## config.mk

```make
export PLATFORM = sky130hd
export DESIGN_NAME = la_wb_top
export DESIGN_NICKNAME = d
export VERILOG_FILES = /design/src/logic/la_bus_pkg.sv /design/src/logic/la_reg_pkg.sv /design/src/logic/la_bus_ctrl.sv /design/src/logic/la_lane_bank.sv /design/src/logic/la_data_bank.sv /design/src/logic/la_read_mux.sv /design/src/logic/la_wb_top.sv
export SDC_FILE = /design/constraint.sdc
export NUM_CORES = 1
export LEC_CHECK = 0
export ABC_AREA = 0
export BUFFER_PORTS_ARGS = -buffer_cell sky130_fd_sc_hd__buf_4
export CORE_AREA = 8 8 235 237
export CTS_CLUSTER_DIAMETER = 40
export CTS_CLUSTER_SIZE = 14
export DETAILED_ROUTE_END_ITERATION = 6
export DIE_AREA = 0 0 243 245
export GPL_TIMING_DRIVEN = 0
export HOLD_SLACK_MARGIN = 0.1
export MAX_ROUTING_LAYER = met4
export PLACE_DENSITY_LB_ADDON = 0.1
export SYNTH_ARGS = -nofsm -noshare
export SYNTH_HDL_FRONTEND = slang
export SYNTH_HIERARCHICAL = 1
export SYNTH_SLANG_ARGS = --single-unit
```

## constraint.sdc

```tcl
create_clock -name clk -period 3.8 [get_ports clk]
set_input_delay 0.76 -clock clk [delete_from_list [all_inputs] [get_ports clk]]
set_output_delay 0.76 -clock clk [all_outputs]
set_load 0.02 [all_outputs]
```

## src/logic/la_bus_pkg.sv

```systemverilog
package la_bus_pkg;

    // Wishbone data and address width
    parameter int BUS_DW = 32;

    // One select per byte lane
    parameter int BUS_SW = BUS_DW / 8;

    // Controller sequencing. A request in ST_IDLE moves to ST_ACK for one cycle
    typedef enum logic {
        ST_IDLE = 1'b0,
        ST_ACK  = 1'b1
    } bus_state_e;

endpackage

```

## src/logic/la_reg_pkg.sv

```systemverilog
package la_reg_pkg;

    // Probe bus seen by the user project
    parameter int LA_WIDTH = 128;
    parameter int LA_WORDS = LA_WIDTH / la_bus_pkg::BUS_DW;

    // Byte offsets inside the 256-byte window
    parameter logic [7:0] OFS_DATA   = 8'h00;
    parameter logic [7:0] OFS_OENB   = 8'h10;
    parameter logic [7:0] OFS_IENA   = 8'h20;
    parameter logic [7:0] OFS_SAMPLE = 8'h30;

    typedef enum logic [2:0] {
        OP_NONE     = 3'd0,
        OP_DATA     = 3'd1,
        OP_OENB     = 3'd2,
        OP_IENA     = 3'd3,
        OP_SAMPLE   = 3'd4,
        OP_UNMAPPED = 3'd5
    } reg_op_e;

    // Replace the strobed bytes of a register word
    function automatic logic [la_bus_pkg::BUS_DW-1:0] merge_bytes(
        input logic [la_bus_pkg::BUS_DW-1:0] old_word,
        input logic [la_bus_pkg::BUS_DW-1:0] new_word,
        input logic [la_bus_pkg::BUS_SW-1:0] strb
    );
        logic [la_bus_pkg::BUS_DW-1:0] merged;
        merged = old_word;
        for (int b = 0; b < la_bus_pkg::BUS_SW; b++) begin
            if (strb[b]) begin
                merged[b*8 +: 8] = new_word[b*8 +: 8];
            end
        end
        return merged;
    endfunction

endpackage

```

## src/logic/la_bus_ctrl.sv

```systemverilog
`timescale 1ns/1ns

module la_bus_ctrl #(
    parameter logic [la_bus_pkg::BUS_DW-1:0] BASE_ADR = 32'h2200_0000
) (
    input  logic                            clk,
    input  logic                            resetn,
    input  logic [la_bus_pkg::BUS_DW-1:0]   wb_adr_i,
    input  logic [la_bus_pkg::BUS_SW-1:0]   wb_sel_i,
    input  logic                            wb_cyc_i,
    input  logic                            wb_stb_i,
    input  logic                            wb_we_i,
    output logic                            wb_ack_o,
    output la_reg_pkg::reg_op_e             op_o,
    output logic [1:0]                      word_o,
    output logic [la_bus_pkg::BUS_SW-1:0]   wstrb_o
);

    la_bus_pkg::bus_state_e state_q;
    logic                   req;
    logic [7:0]             ofs;

    assign ofs = wb_adr_i[7:0];

    // Only the upper 24 address bits select the window
    assign req = wb_cyc_i && wb_stb_i && (state_q == la_bus_pkg::ST_IDLE) &&
                 (wb_adr_i[la_bus_pkg::BUS_DW-1:8] == BASE_ADR[la_bus_pkg::BUS_DW-1:8]);

    assign word_o  = ofs[3:2];
    assign wstrb_o = wb_sel_i & {la_bus_pkg::BUS_SW{wb_we_i}};

    always_comb begin
        op_o = la_reg_pkg::OP_NONE;
        if (req) begin
            if (ofs[1:0] != 2'b00) begin
                op_o = la_reg_pkg::OP_UNMAPPED;
            end else if (ofs[7:4] == la_reg_pkg::OFS_DATA[7:4]) begin
                op_o = la_reg_pkg::OP_DATA;
            end else if (ofs[7:4] == la_reg_pkg::OFS_OENB[7:4]) begin
                op_o = la_reg_pkg::OP_OENB;
            end else if (ofs[7:4] == la_reg_pkg::OFS_IENA[7:4]) begin
                op_o = la_reg_pkg::OP_IENA;
            end else if (ofs == la_reg_pkg::OFS_SAMPLE) begin
                op_o = la_reg_pkg::OP_SAMPLE;
            end else begin
                // Inside the window but no register behind it
                op_o = la_reg_pkg::OP_UNMAPPED;
            end
        end
    end

    always_ff @(posedge clk) begin
        if (!resetn) begin
            state_q  <= la_bus_pkg::ST_IDLE;
            wb_ack_o <= 1'b0;
        end else begin
            wb_ack_o <= req;
            case (state_q)
                la_bus_pkg::ST_IDLE: begin
                    if (req) begin
                        state_q <= la_bus_pkg::ST_ACK;
                    end
                end
                // One acknowledge cycle, then a new request may be taken
                la_bus_pkg::ST_ACK: begin
                    state_q <= la_bus_pkg::ST_IDLE;
                end
                default: begin
                    state_q <= la_bus_pkg::ST_IDLE;
                end
            endcase
        end
    end

endmodule

```

## src/logic/la_lane_bank.sv

```systemverilog
`timescale 1ns/1ns

module la_lane_bank #(
    parameter logic [la_reg_pkg::LA_WIDTH-1:0] RESET_VALUE = '0
) (
    input  logic                            clk,
    input  logic                            resetn,
    input  logic                            wr_en_i,
    input  logic [1:0]                      word_i,
    input  logic [la_bus_pkg::BUS_SW-1:0]   wstrb_i,
    input  logic [la_bus_pkg::BUS_DW-1:0]   wdata_i,
    output logic [la_reg_pkg::LA_WIDTH-1:0] bank_o
);

    logic [la_bus_pkg::BUS_DW-1:0] words_q [la_reg_pkg::LA_WORDS];

    always_ff @(posedge clk) begin
        if (!resetn) begin
            for (int w = 0; w < la_reg_pkg::LA_WORDS; w++) begin
                words_q[w] <= RESET_VALUE[w*la_bus_pkg::BUS_DW +: la_bus_pkg::BUS_DW];
            end
        end else if (wr_en_i) begin
            words_q[word_i] <= la_reg_pkg::merge_bytes(words_q[word_i], wdata_i, wstrb_i);
        end
    end

    // Word 0 sits in the low bits of the probe bus
    for (genvar w = 0; w < la_reg_pkg::LA_WORDS; w++) begin : g_view
        assign bank_o[w*la_bus_pkg::BUS_DW +: la_bus_pkg::BUS_DW] = words_q[w];
    end

endmodule

```

## src/logic/la_data_bank.sv

```systemverilog
`timescale 1ns/1ns

module la_data_bank (
    input  logic                            clk,
    input  logic                            resetn,
    input  la_reg_pkg::reg_op_e             op_i,
    input  logic [1:0]                      word_i,
    input  logic [la_bus_pkg::BUS_SW-1:0]   wstrb_i,
    input  logic [la_bus_pkg::BUS_DW-1:0]   wdata_i,
    input  logic [la_reg_pkg::LA_WIDTH-1:0] la_data_in_i,
    input  logic [la_reg_pkg::LA_WIDTH-1:0] oenb_i,
    input  logic [la_reg_pkg::LA_WIDTH-1:0] iena_i,
    output logic [la_reg_pkg::LA_WIDTH-1:0] la_data_o
);

    logic [la_bus_pkg::BUS_DW-1:0]   words_q [la_reg_pkg::LA_WORDS];
    logic [la_reg_pkg::LA_WIDTH-1:0] capture;

    // Take a bit only where its output driver is off and its input is on
    assign capture = la_data_in_i & oenb_i & iena_i;

    always_ff @(posedge clk) begin
        if (!resetn) begin
            for (int w = 0; w < la_reg_pkg::LA_WORDS; w++) begin
                words_q[w] <= '0;
            end
        end else begin
            case (op_i)
                la_reg_pkg::OP_DATA: begin
                    words_q[word_i] <= la_reg_pkg::merge_bytes(words_q[word_i], wdata_i,
                                                               wstrb_i);
                end
                la_reg_pkg::OP_SAMPLE: begin
                    // All words load in the same cycle
                    for (int w = 0; w < la_reg_pkg::LA_WORDS; w++) begin
                        words_q[w] <= capture[w*la_bus_pkg::BUS_DW +: la_bus_pkg::BUS_DW];
                    end
                end
                default: begin
                end
            endcase
        end
    end

    for (genvar w = 0; w < la_reg_pkg::LA_WORDS; w++) begin : g_view
        assign la_data_o[w*la_bus_pkg::BUS_DW +: la_bus_pkg::BUS_DW] = words_q[w];
    end

endmodule

```

## src/logic/la_read_mux.sv

```systemverilog
`timescale 1ns/1ns

module la_read_mux (
    input  logic                            clk,
    input  logic                            resetn,
    input  la_reg_pkg::reg_op_e             op_i,
    input  logic [1:0]                      word_i,
    input  logic [la_reg_pkg::LA_WIDTH-1:0] la_data_in_i,
    input  logic [la_reg_pkg::LA_WIDTH-1:0] oenb_i,
    input  logic [la_reg_pkg::LA_WIDTH-1:0] iena_i,
    output logic [la_bus_pkg::BUS_DW-1:0]   rdata_o
);

    logic [la_bus_pkg::BUS_DW-1:0] sel_word;

    // Data reads see the probe inputs, not the output register
    always_comb begin
        case (op_i)
            la_reg_pkg::OP_DATA: sel_word = la_data_in_i[word_i*la_bus_pkg::BUS_DW +:
                                                         la_bus_pkg::BUS_DW];
            la_reg_pkg::OP_OENB: sel_word = oenb_i[word_i*la_bus_pkg::BUS_DW +:
                                                   la_bus_pkg::BUS_DW];
            la_reg_pkg::OP_IENA: sel_word = iena_i[word_i*la_bus_pkg::BUS_DW +:
                                                   la_bus_pkg::BUS_DW];
            default:             sel_word = '0;
        endcase
    end

    // Loaded on the same edge as the bank write, so the old value is returned
    always_ff @(posedge clk) begin
        if (!resetn) begin
            rdata_o <= '0;
        end else if (op_i != la_reg_pkg::OP_NONE) begin
            rdata_o <= sel_word;
        end
    end

endmodule

```

## src/logic/la_wb_top.sv

```systemverilog
`timescale 1ns/1ns

module la_wb_top #(
    parameter logic [la_bus_pkg::BUS_DW-1:0]   BASE_ADR   = 32'h2200_0000,
    parameter logic [la_reg_pkg::LA_WIDTH-1:0] OENB_RESET = '1,
    parameter logic [la_reg_pkg::LA_WIDTH-1:0] IENA_RESET = '0
) (
    input  logic                            clk,
    input  logic                            resetn,
    input  logic [la_bus_pkg::BUS_DW-1:0]   wb_dat_i,
    input  logic [la_bus_pkg::BUS_DW-1:0]   wb_adr_i,
    input  logic [la_bus_pkg::BUS_SW-1:0]   wb_sel_i,
    input  logic                            wb_cyc_i,
    input  logic                            wb_stb_i,
    input  logic                            wb_we_i,
    output logic [la_bus_pkg::BUS_DW-1:0]   wb_dat_o,
    output logic                            wb_ack_o,
    input  logic [la_reg_pkg::LA_WIDTH-1:0] la_data_in_i,
    output logic [la_reg_pkg::LA_WIDTH-1:0] la_data_o,
    output logic [la_reg_pkg::LA_WIDTH-1:0] la_oenb_o,
    output logic [la_reg_pkg::LA_WIDTH-1:0] la_iena_o
);

    la_reg_pkg::reg_op_e           op;
    logic [1:0]                    word;
    logic [la_bus_pkg::BUS_SW-1:0] wstrb;
    logic                          oenb_wr;
    logic                          iena_wr;

    assign oenb_wr = (op == la_reg_pkg::OP_OENB);
    assign iena_wr = (op == la_reg_pkg::OP_IENA);

    la_bus_ctrl #(
        .BASE_ADR (BASE_ADR)
    ) u_bus_ctrl (
        .clk      (clk),
        .resetn   (resetn),
        .wb_adr_i (wb_adr_i),
        .wb_sel_i (wb_sel_i),
        .wb_cyc_i (wb_cyc_i),
        .wb_stb_i (wb_stb_i),
        .wb_we_i  (wb_we_i),
        .wb_ack_o (wb_ack_o),
        .op_o     (op),
        .word_o   (word),
        .wstrb_o  (wstrb)
    );

    // Active-low output enables come up with every driver off
    la_lane_bank #(
        .RESET_VALUE (OENB_RESET)
    ) u_oenb_bank (
        .clk     (clk),
        .resetn  (resetn),
        .wr_en_i (oenb_wr),
        .word_i  (word),
        .wstrb_i (wstrb),
        .wdata_i (wb_dat_i),
        .bank_o  (la_oenb_o)
    );

    la_lane_bank #(
        .RESET_VALUE (IENA_RESET)
    ) u_iena_bank (
        .clk     (clk),
        .resetn  (resetn),
        .wr_en_i (iena_wr),
        .word_i  (word),
        .wstrb_i (wstrb),
        .wdata_i (wb_dat_i),
        .bank_o  (la_iena_o)
    );

    la_data_bank u_data_bank (
        .clk          (clk),
        .resetn       (resetn),
        .op_i         (op),
        .word_i       (word),
        .wstrb_i      (wstrb),
        .wdata_i      (wb_dat_i),
        .la_data_in_i (la_data_in_i),
        .oenb_i       (la_oenb_o),
        .iena_i       (la_iena_o),
        .la_data_o    (la_data_o)
    );

    la_read_mux u_read_mux (
        .clk          (clk),
        .resetn       (resetn),
        .op_i         (op),
        .word_i       (word),
        .la_data_in_i (la_data_in_i),
        .oenb_i       (la_oenb_o),
        .iena_i       (la_iena_o),
        .rdata_o      (wb_dat_o)
    );

endmodule

```

# Word-level counts from Yosys, hierarchy flattened
# Memory sizes are Yosys's and may differ from the RTL's.
# Index checks and enable logic that the tools add are counted.
dict set report classes {
  mux 71
  shift 3
  n_reduce_logical 21
  eq_ne 20
  bitwise 8
}
# cell n
set ops {}
lappend ops {{$shiftx 128x8->32} 3}
lappend ops {{$mux 8} 36}
lappend ops {{$and 128x128->128} 2}
lappend ops {{$mux 32} 7}
lappend ops {{$pmux 32 s3} 1}
lappend ops {{$reduce_or 32->1} 3}
lappend ops {{$ne 3x3->1 const B} 12}
lappend ops {{$eq 24x22->1 const B} 1}
lappend ops {{$reduce_and 2->1} 12}
lappend ops {{$mux 1} 15}
lappend ops {{$mux 3} 5}
lappend ops {{$mux 4} 3}
lappend ops {{$eq 8x6->1 const B} 1}
lappend ops {{$eq 3x2->1 const B} 2}
lappend ops {{$mux 2} 3}
lappend ops {{$and 4x4->4} 1}
lappend ops {{$eq 4x1->1 const B} 1}
lappend ops {{$eq 4x2->1 const B} 1}
lappend ops {{$logic_not 4->1} 1}
lappend ops {{$or 1x1->1} 4}
lappend ops {{$eq 3x1->1 const B} 1}
lappend ops {{$eq 3x3->1 const B} 1}
lappend ops {{$logic_and 1x1->1} 3}
lappend ops {{$reduce_bool 3->1} 1}
lappend ops {{3 further kinds} 3}
dict set report word_totals {
  mem_count 3
  in_bits 201
  out_inout_bits 417
  regBits 34
  mem_bits_rw 384
}
# memory depth word_bits read_ports rd_ports_with_merged_regs wr line
set mem_list {}
lappend mem_list {u_data_bank.words_q 4 32 4 0 4 la_data_bank.sv:16} ;# logic [la_bus_pkg::BUS_DW-1:0] words_q [la_reg_pkg::LA_WORDS];
lappend mem_list {u_iena_bank.words_q 4 32 4 0 4 la_lane_bank.sv:15} ;# logic [la_bus_pkg::BUS_DW-1:0] words_q [la_reg_pkg::LA_WORDS];
lappend mem_list {u_oenb_bank.words_q 4 32 4 0 4 la_lane_bank.sv:15}

# Logic depth before layout (Yosys ltp)
# Gate-level depths: netlist (run 1).
dict set report logic_depth {
  word_depth 14
  ltp_mapped 12
  depth_no_buf 8
}

# Modules after synthesis
# The synthesis (run 1) kept the hierarchy.
# mod instances seq_area_each_um2 cells_each area_each_um2
set modules_own_cells {}
lappend modules_own_cells {la_data_bank 1 3843.7 483 6005.8}
lappend modules_own_cells {{la_lane_bank (u_oenb_bank)} 1 3843.7 332 5335.1}
lappend modules_own_cells {{la_lane_bank (u_iena_bank)} 1 3843.7 339 4810.9}
lappend modules_own_cells {la_read_mux 1 640.6 566 4383.0}
lappend modules_own_cells {la_bus_ctrl 1 40.0 28 249.0}
lappend modules_own_cells {la_wb_top 1 0.0 2 21.3}

# Least setup slack after synthesis (run 1)
# No wires, ideal clock.
dict set report synth_path {
  kind {input-to-reg}
  start {in wb_adr_i[23] (netlist name)}
  end {mem u_oenb_bank/words_q[1][24] (netlist name), enable pin}
  arrival_time_ps 3023
  setup_time_ps 384
  required_ps 3416
  path_buffers 1
  setup_slack_ps 393
  stages 7
  path_cell_list {nor4_1 nand4_1 nor3_1 nor3b_2 buf_2 nand2_1 o21ai_0}
}
# item line
set synth_rtl {}
lappend synth_rtl {{start: declaration} la_wb_top.sv:11} ;# input logic [la_bus_pkg::BUS_DW-1:0] wb_adr_i,
lappend synth_rtl {{end: declaration} la_lane_bank.sv:15}

==> results of run 1 <==
[synthesized netlist by cell type (all sizes together), types with 44 or more instances]
cell type / count / area [sq um]
a21oi: 44 / 220
buf: 80 / 559
clkbuf: 82 / 309
edfxtp: 384 / 11500
mux2i: 85 / 851
nand2: 119 / 447
nand3: 142 / 711
nand4b: 92 / 806
nor2: 130 / 493
o21ai: 104 / 521
o22ai: 134 / 1030
[area by class of cell]
class / instances / share of cell area [%]
buffer: 162 / 3.13
inverter: 4 / 0.0514
clock inverter: 55 / 2.25
multi-input combinational: 1166 / 26.7
timing repair buffer: 645 / 16.7
antenna: 2 / 0.0171
sequential: 418 / 41.8
tap: 688 / 2.95
clock buffer: 80 / 6.42
[report_power, final]
group | internal [W] | total, W | switching [W]
Clock | 0.00432 | 0.00687 | 0.00255
Sequential | 0.00520 | 0.00540 | 0.000200
Combinational | 0.000538 | 0.00149 | 0.000955
Total | 0.0101 | 0.0138 | 0.00371
[critical path, cell delays in order]
cell and delay (ns):
buf_4 0.11, nor4b_2 0.41, nand4_2 0.33, a211oi_4 0.53, and3b_1 0.35, nand4b_1 0.42, clkbuf_1 0.98, nor2_1 0.15
[through the flow]
stage | setup slack, ns | power [W] | hold WS [ns] | cell area [sq um] | util [%]
2_1_floorplan | 0.393 | 0.00600 | 0.561 | 20800 | -
3_3_place_gp | -1.45 | 0.00690 | 0.468 | 26300 | 50.9
3_5_place_dp | -1.40 | 0.00692 | 0.482 | 26500 | 51.2
4_1_cts | 0.000953 | 0.0137 | 0.413 | 29100 | 56.3
5_1_grt | 0.0204 | 0.0140 | 0.435 | 29200 | 56.4
6_report | 0.0262 | 0.0138 | 0.445 | 29200 | 56.4
[layer usage]
metal  wire, um  up-vias
met4       8100        0
met2      56400     2096
met3      17900      420
met5          0        -
met1      46100    10500
li1           -     8338
[state kept, by name (all words and copies together) (netlist names)]
name,count
u_bus_ctrl/state_q,1
u_bus_ctrl/wb_ack_o,1
u_data_bank/words_q,128
u_iena_bank/words_q,128
u_oenb_bank/words_q,128
u_read_mux/rdata_o,32
[logic make-up (layout without fill, tap and decap cells)]
group,Yosys count,after routing
buf+inv,166,946
simple gates,647,647
flops,418,418
compound gates,397,397
other cells,0,2
xor+xnor,1,1
mux,121,121
[timing repair]
item / in CTS / in global routing
buffers inserted: 0 / 4
resized for setup: 23 / 26
pin swaps: 0 / 2
endpoints found under the setup margin: 412 / 122
endpoints found under the hold margin: 0 / 0
[path summary, 6_finish.rpt]
kind | from | end | slack [ns]
max | wb_adr_i[21] | u_iena_bank/words_q[2][27] | 0.03
min | la_data_in_i[122] | u_read_mux/rdata_o[26] | 0.44
max reg2reg | u_bus_ctrl/state_q | u_iena_bank/words_q[2][27] | 0.13
min reg2reg | u_read_mux/rdata_o[30] | u_read_mux/rdata_o[30] | 0.50
==> impl_metrics.py, run 1 <==
metrics = {
    "placed_design": {
        "io_buffers": 617,
        "dp.cells": 3079,
        "gp_congestion": 1.02,
        "place.detailed.hpwl_um": 93500,
    },
    "cells_and_area": {
        "layout.cells.non_filler": 3220,
        "layout_commonest_cell": "buf_4",
        "multi_input_comb_area_sq_um": 7790,
        "mostFrequentLayoutCells": "657 x buf_4, 384 x edfxtp_1, 142 x nand3_1, 128 x nor2_1, 118 x nand2_1",
        "drive_gt1_share_pct": 37.1,
        "fillers": 4573,
        "nets": 2671,
        "regArea_sq_um": 12200,
        "area_growth_pct": 40.3,
    },
    "grt": {
        "grt_use_met1_pct": 51.9,
        "grt_max_degree": 28,
        "grt_usage_pct": 42.2,
        "antenna_found_initial": 4,
        "overflow": 0,
        "grt_util_met2_pct": 62.2,
        "grt_pass1_vias": 20500,
        "grt_pass1_wl_um": 170000,
        "grt_use_met3_pct": 12.6,
        "grt_most_used_layer": "met2",
    },
    "yosys": {
        "synth_fa_ha_area_share_pct": 0,
        "synth_cell_type_count": 63,
        "async_flop_share_pct": 0,
        "synth-seq-area-share_pct": 58.7,
        "synth_top_family_by_area": "simple AND/OR/NAND/NOR gates",
        "synth_area_sq_um": 20800,
        "yosys.area_share.simple_pct": 17.3,
        "synth_compound_area_share_pct": 13.1,
        "synth_nets": 1951,
        "ys_seq_elements": 418,
        "ys_warn_count": 6,
        "postSynthAreaPerCell_sq_um": 11.9,
        "ys.flop_type": "edfxtp_1",
        "synth-edff-count": 384,
        "synthMuxAreaShare_pct": 6.71,
        "syn_inst": 1750,
        "synthXorXnorAreaFrac_pct": 0.0421,
    },
    "floorplanning": {
        "die_width_um": 243,
        "core_region_area_sq_um": 51700,
        "fp.dieArea_sq_um": 59500,
        "fp.dieH_um": 245,
        "row_count": 84,
        "io_pins": 618,
        "initial_core_util_pct": 40.2,
    },
    "outcome": {
        "status": "finished clean",
    },
    "worst_setup_path": {
        "path_class": "primary input to flop",
        "r2r_cells": 7,
        "critPathLaunchType": "primary input",
        "critPathCaptureType": "flop",
        "crit_arrival_ns": 4.06,
        "crit_path_max_fanout": 10,
        "crit_required_ns": 4.09,
    },
    "timing": {
        "clock_skew_ns": 0.0289,
        "setup_viol": 0,
        "tightest_slew_ns": 1.33,
        "period_minus_slack_ns": 3.77,
        "max_freq_ghz": 0.265,
        "relSlewSlack_pct": 11.5,
        "hold_viol_final": 0,
        "finalCritPeriodShare_pct": 99.3,
        "drv_slew": 0,
        "rsz0062_at_grt": "no",
        "finalSetupTns_ns": 0,
    },
    "pwr": {
        "power_density_nw_per_um2": 471,
        "p_leak_nw": 10.9,
        "vdd_drop_max_uv": 322,
    },
    "flow_run": {
        "max_cap_violations": 0,
    },
    "clock_tree": {
        "clock_latency_ns": 0.62,
        "clockBufferDepth": 3,
        "htree_levels": 3,
        "numClockSinks": 418,
        "cts_buffers": 73,
        "cts_tree": "yes",
        "clockRootBuffer": "clkbuf_16",
        "cts_hold_buf": 0,
        "clk_pin_slew_ns": 0.05,
    },
    "drt": {
        "antenna_left": 0,
        "drtIter0Drc": 3607,
        "drt_pass1_iterations": 7,
        "totalWireLength_um": 129000,
        "detail_route.wl_per_cell_um": 39.9,
        "viasPerCell": 6.64,
        "vias": 21400,
        "drcViolationCount": 0,
    },
    "hold_path": {
        "hold_path.class": "primary input to flop",
        "min_path_cells": 3,
    },
}
(Power assumes the default switching activity.)
==> run 2: changes to the inputs <==
BUFFER_PORTS_ARGS = unset   (was -buffer_cell sky130_fd_sc_hd__buf_4)
CORE_AREA = 8 8 232 234   (was 8 8 235 237)
DIE_AREA = 0 0 240 242   (was 0 0 243 245)
DONT_BUFFER_PORTS = 1   (was unset)
==> impl_metrics.py, run 2 (synthesis results as in run 1) <==
metrics = {
    "drt": {
        "totalWireLength_um": 126000,
        "antenna_left": 0,
        "drcViolationCount": 0,
        "drt_pass1_iterations": 7,
        "detail_route.wl_per_cell_um": 48.4,
        "viasPerCell": 7.31,
        "drtIter0Drc": 3530,
        "vias": 19000,
    },
    "worst_setup_path": {
        "cpPeakStageDelay_ns": 0.67,
        "r2r-end": "u_read_mux/rdata_o[4]",
        "r2r_start": "u_bus_ctrl/state_q",
        "crit_required_ns": 4.35,
        "critPathTopFamily": "simple AND/OR/NAND/NOR gates",
        "crit_path_top_delay_cell": "a311oi_4",
        "crit_arrival_ns": 4.43,
        "critPathLaunchType": "flop",
        "rrSetupSlack_ns": -0.08,
        "path_class": "flop to flop",
        "crit_path_max_fanout": 10,
        "worstPathCellList": "nor4_2 -> nand4_2 -> a311oi_4 -> buf_6 -> or2_2 -> buf_2 -> nand2_1 -> nor3_1 -> clkbuf_4 -> o211ai_1 -> nand3_1",
        "r2r_cells": 11,
        "critPathCaptureType": "flop",
        "cp_num_buf_inv": 3,
    },
    "cells_and_area": {
        "largest_registers": "u_data_bank/words_q (128), u_iena_bank/words_q (128), u_oenb_bank/words_q (128)",
        "mostFrequentLayoutCells": "384 x edfxtp_1, 142 x nand3_1, 128 x nor2_1, 119 x nand2_1, 104 x o22ai_1",
        "area_growth_pct": 18.3,
        "drive_gt1_share_pct": 16.8,
        "layout_commonest_cell": "edfxtp_1",
        "nets": 2054,
    },
    "pwr": {
        "vdd_drop_max_uv": 291,
        "pwr-share-comb_pct": 5.3,
        "internal-power_w": 0.00986,
        "p_leak_nw": 7.85,
        "pwr-share-seq_pct": 42.4,
        "p_sw_w": 0.00354,
        "clockPowerShare_pct": 52.3,
        "swShare_pct": 26.4,
        "power_density_nw_per_um2": 544,
        "power_w": 0.0134,
    },
    "timing": {
        "clock_skew_ns": 0.0305,
        "setup_viol": 13,
        "finalSetupTns_ns": -0.505,
        "finalCritPeriodShare_pct": 102,
        "rsz0062_at_grt": "no",
        "hold_viol_final": 0,
        "drv_slew": 0,
        "period_minus_slack_ns": 3.88,
        "setup_slack_ns": -0.0813,
        "whs_ns": 0.309,
        "tightest_slew_ns": 1.36,
        "max_freq_ghz": 0.258,
        "relSlewSlack_pct": 9.11,
    },
    "floorplanning": {
        "io_pins": 618,
        "fp.dieH_um": 242,
        "core_region_area_sq_um": 50500,
        "fp.dieArea_sq_um": 58100,
        "initial_core_util_pct": 41.2,
        "die_width_um": 240,
        "row_count": 83,
    },
    "placed_design": {
        "pre_cts_ws_ns": -1.57,
        "place.detailed.hpwl_um": 90700,
        "gp_congestion": 1.00,
        "io_buffers": 0,
    },
    "clock_tree": {
        "clockBufferDepth": 3,
        "cts_hold_buf": 0,
        "clock_latency_ns": 0.62,
        "clockRootBuffer": "clkbuf_16",
        "cts_tree": "yes",
        "numClockSinks": 418,
        "clk_pin_slew_ns": 0.05,
        "post_cts_buffers": 0,
        "htree_levels": 3,
        "post_cts_resized": 12,
        "cts_buffers": 75,
    },
    "grt": {
        "grt_pass1_wl_um": 163000,
        "grt_pass1_vias": 18000,
        "overflow": 0,
        "antenna_found_initial": 3,
        "grt_max_degree": 28,
        "grt_usage_pct": 42.6,
    },
    "outcome": {
        "violations": "setup timing",
        "status": "finished, violations left",
    },
    "hold_path": {
        "hold_path.class": "primary input to flop",
        "min_path_cells": 2,
        "min-delay-start": "resetn",
        "hold-path-endpoint": "u_bus_ctrl/state_q",
    },
    "flow_run": {
        "max_cap_violations": 0,
    },
}
run 2: per-layer routing:
layer | GRT usage, % | vias to the layer above | part of all wire [%]
met1 | 49.8 | 9408 | 33
met3 | 18.3 | 432 | 17
met5 | - | - | 0
met2 | 61.3 | 2064 | 43
met4 | 23.4 | 0 | 6.5
li1 | - | 7122 | -
run 2: worst register-to-register path: cells and delay by family, from the launching register on:
family	cells	cell delay [ns]
flops	1	0.31
buf+inv	3	0.86
simple gates	6	1.76
compound gates	2	0.92
run 2: layout make-up:
cell class,count,area (sq um)
fillers,4708,25900
flip-flops and latches,418,12200
multi-input cells,1166,7780
clock buffers,90,2020
plain buffers,161,887
well taps,680,851
clock inverters,50,592
repair buffers,27,240
inverters,4,15.0
diodes,6,15.0
run 2: how the worst max path moves through the flow:
stage	slack, ns	endpoint	cells after the start	start
floorplan	0.39	u_oenb_bank/words_q[1][24]	7	wb_adr_i[23]
global placement	-1.53	u_read_mux/rdata_o[4]	10	wb_adr_i[26]
detailed placement	-1.57	u_read_mux/rdata_o[4]	10	wb_adr_i[26]
CTS	0.007	u_read_mux/rdata_o[2]	9	u_bus_ctrl/state_q
global route	0.003	u_data_bank/words_q[0][14]	8	u_bus_ctrl/state_q
finish	-0.08	u_read_mux/rdata_o[4]	11	u_bus_ctrl/state_q
run 2: power by group through the flow:
stage	Clock, W	Combinational (W)	Sequential, W
floorplan	0	0.000379	0.00562
global placement	0	0.000634	0.00577
detailed placement	0	0.000669	0.00576
CTS	0.00703	0.000673	0.00568
global route	0.00721	0.000717	0.00568
finish	0.00701	0.000711	0.00568
run 2: stage by stage:
| step | instances | instance area [sq um] | utilization, % |
|---|---|---|---|
| final | 2602 | 24600 | 48.8 |
| after global routing | 2600 | 24600 | 48.8 |
| after CTS | 2596 | 24500 | 48.6 |
| after detailed placement | 2457 | 21900 | 43.4 |
| after global placement | 2430 | 21700 | 42.9 |
| after floorplan | 1750 | 20800 | - |
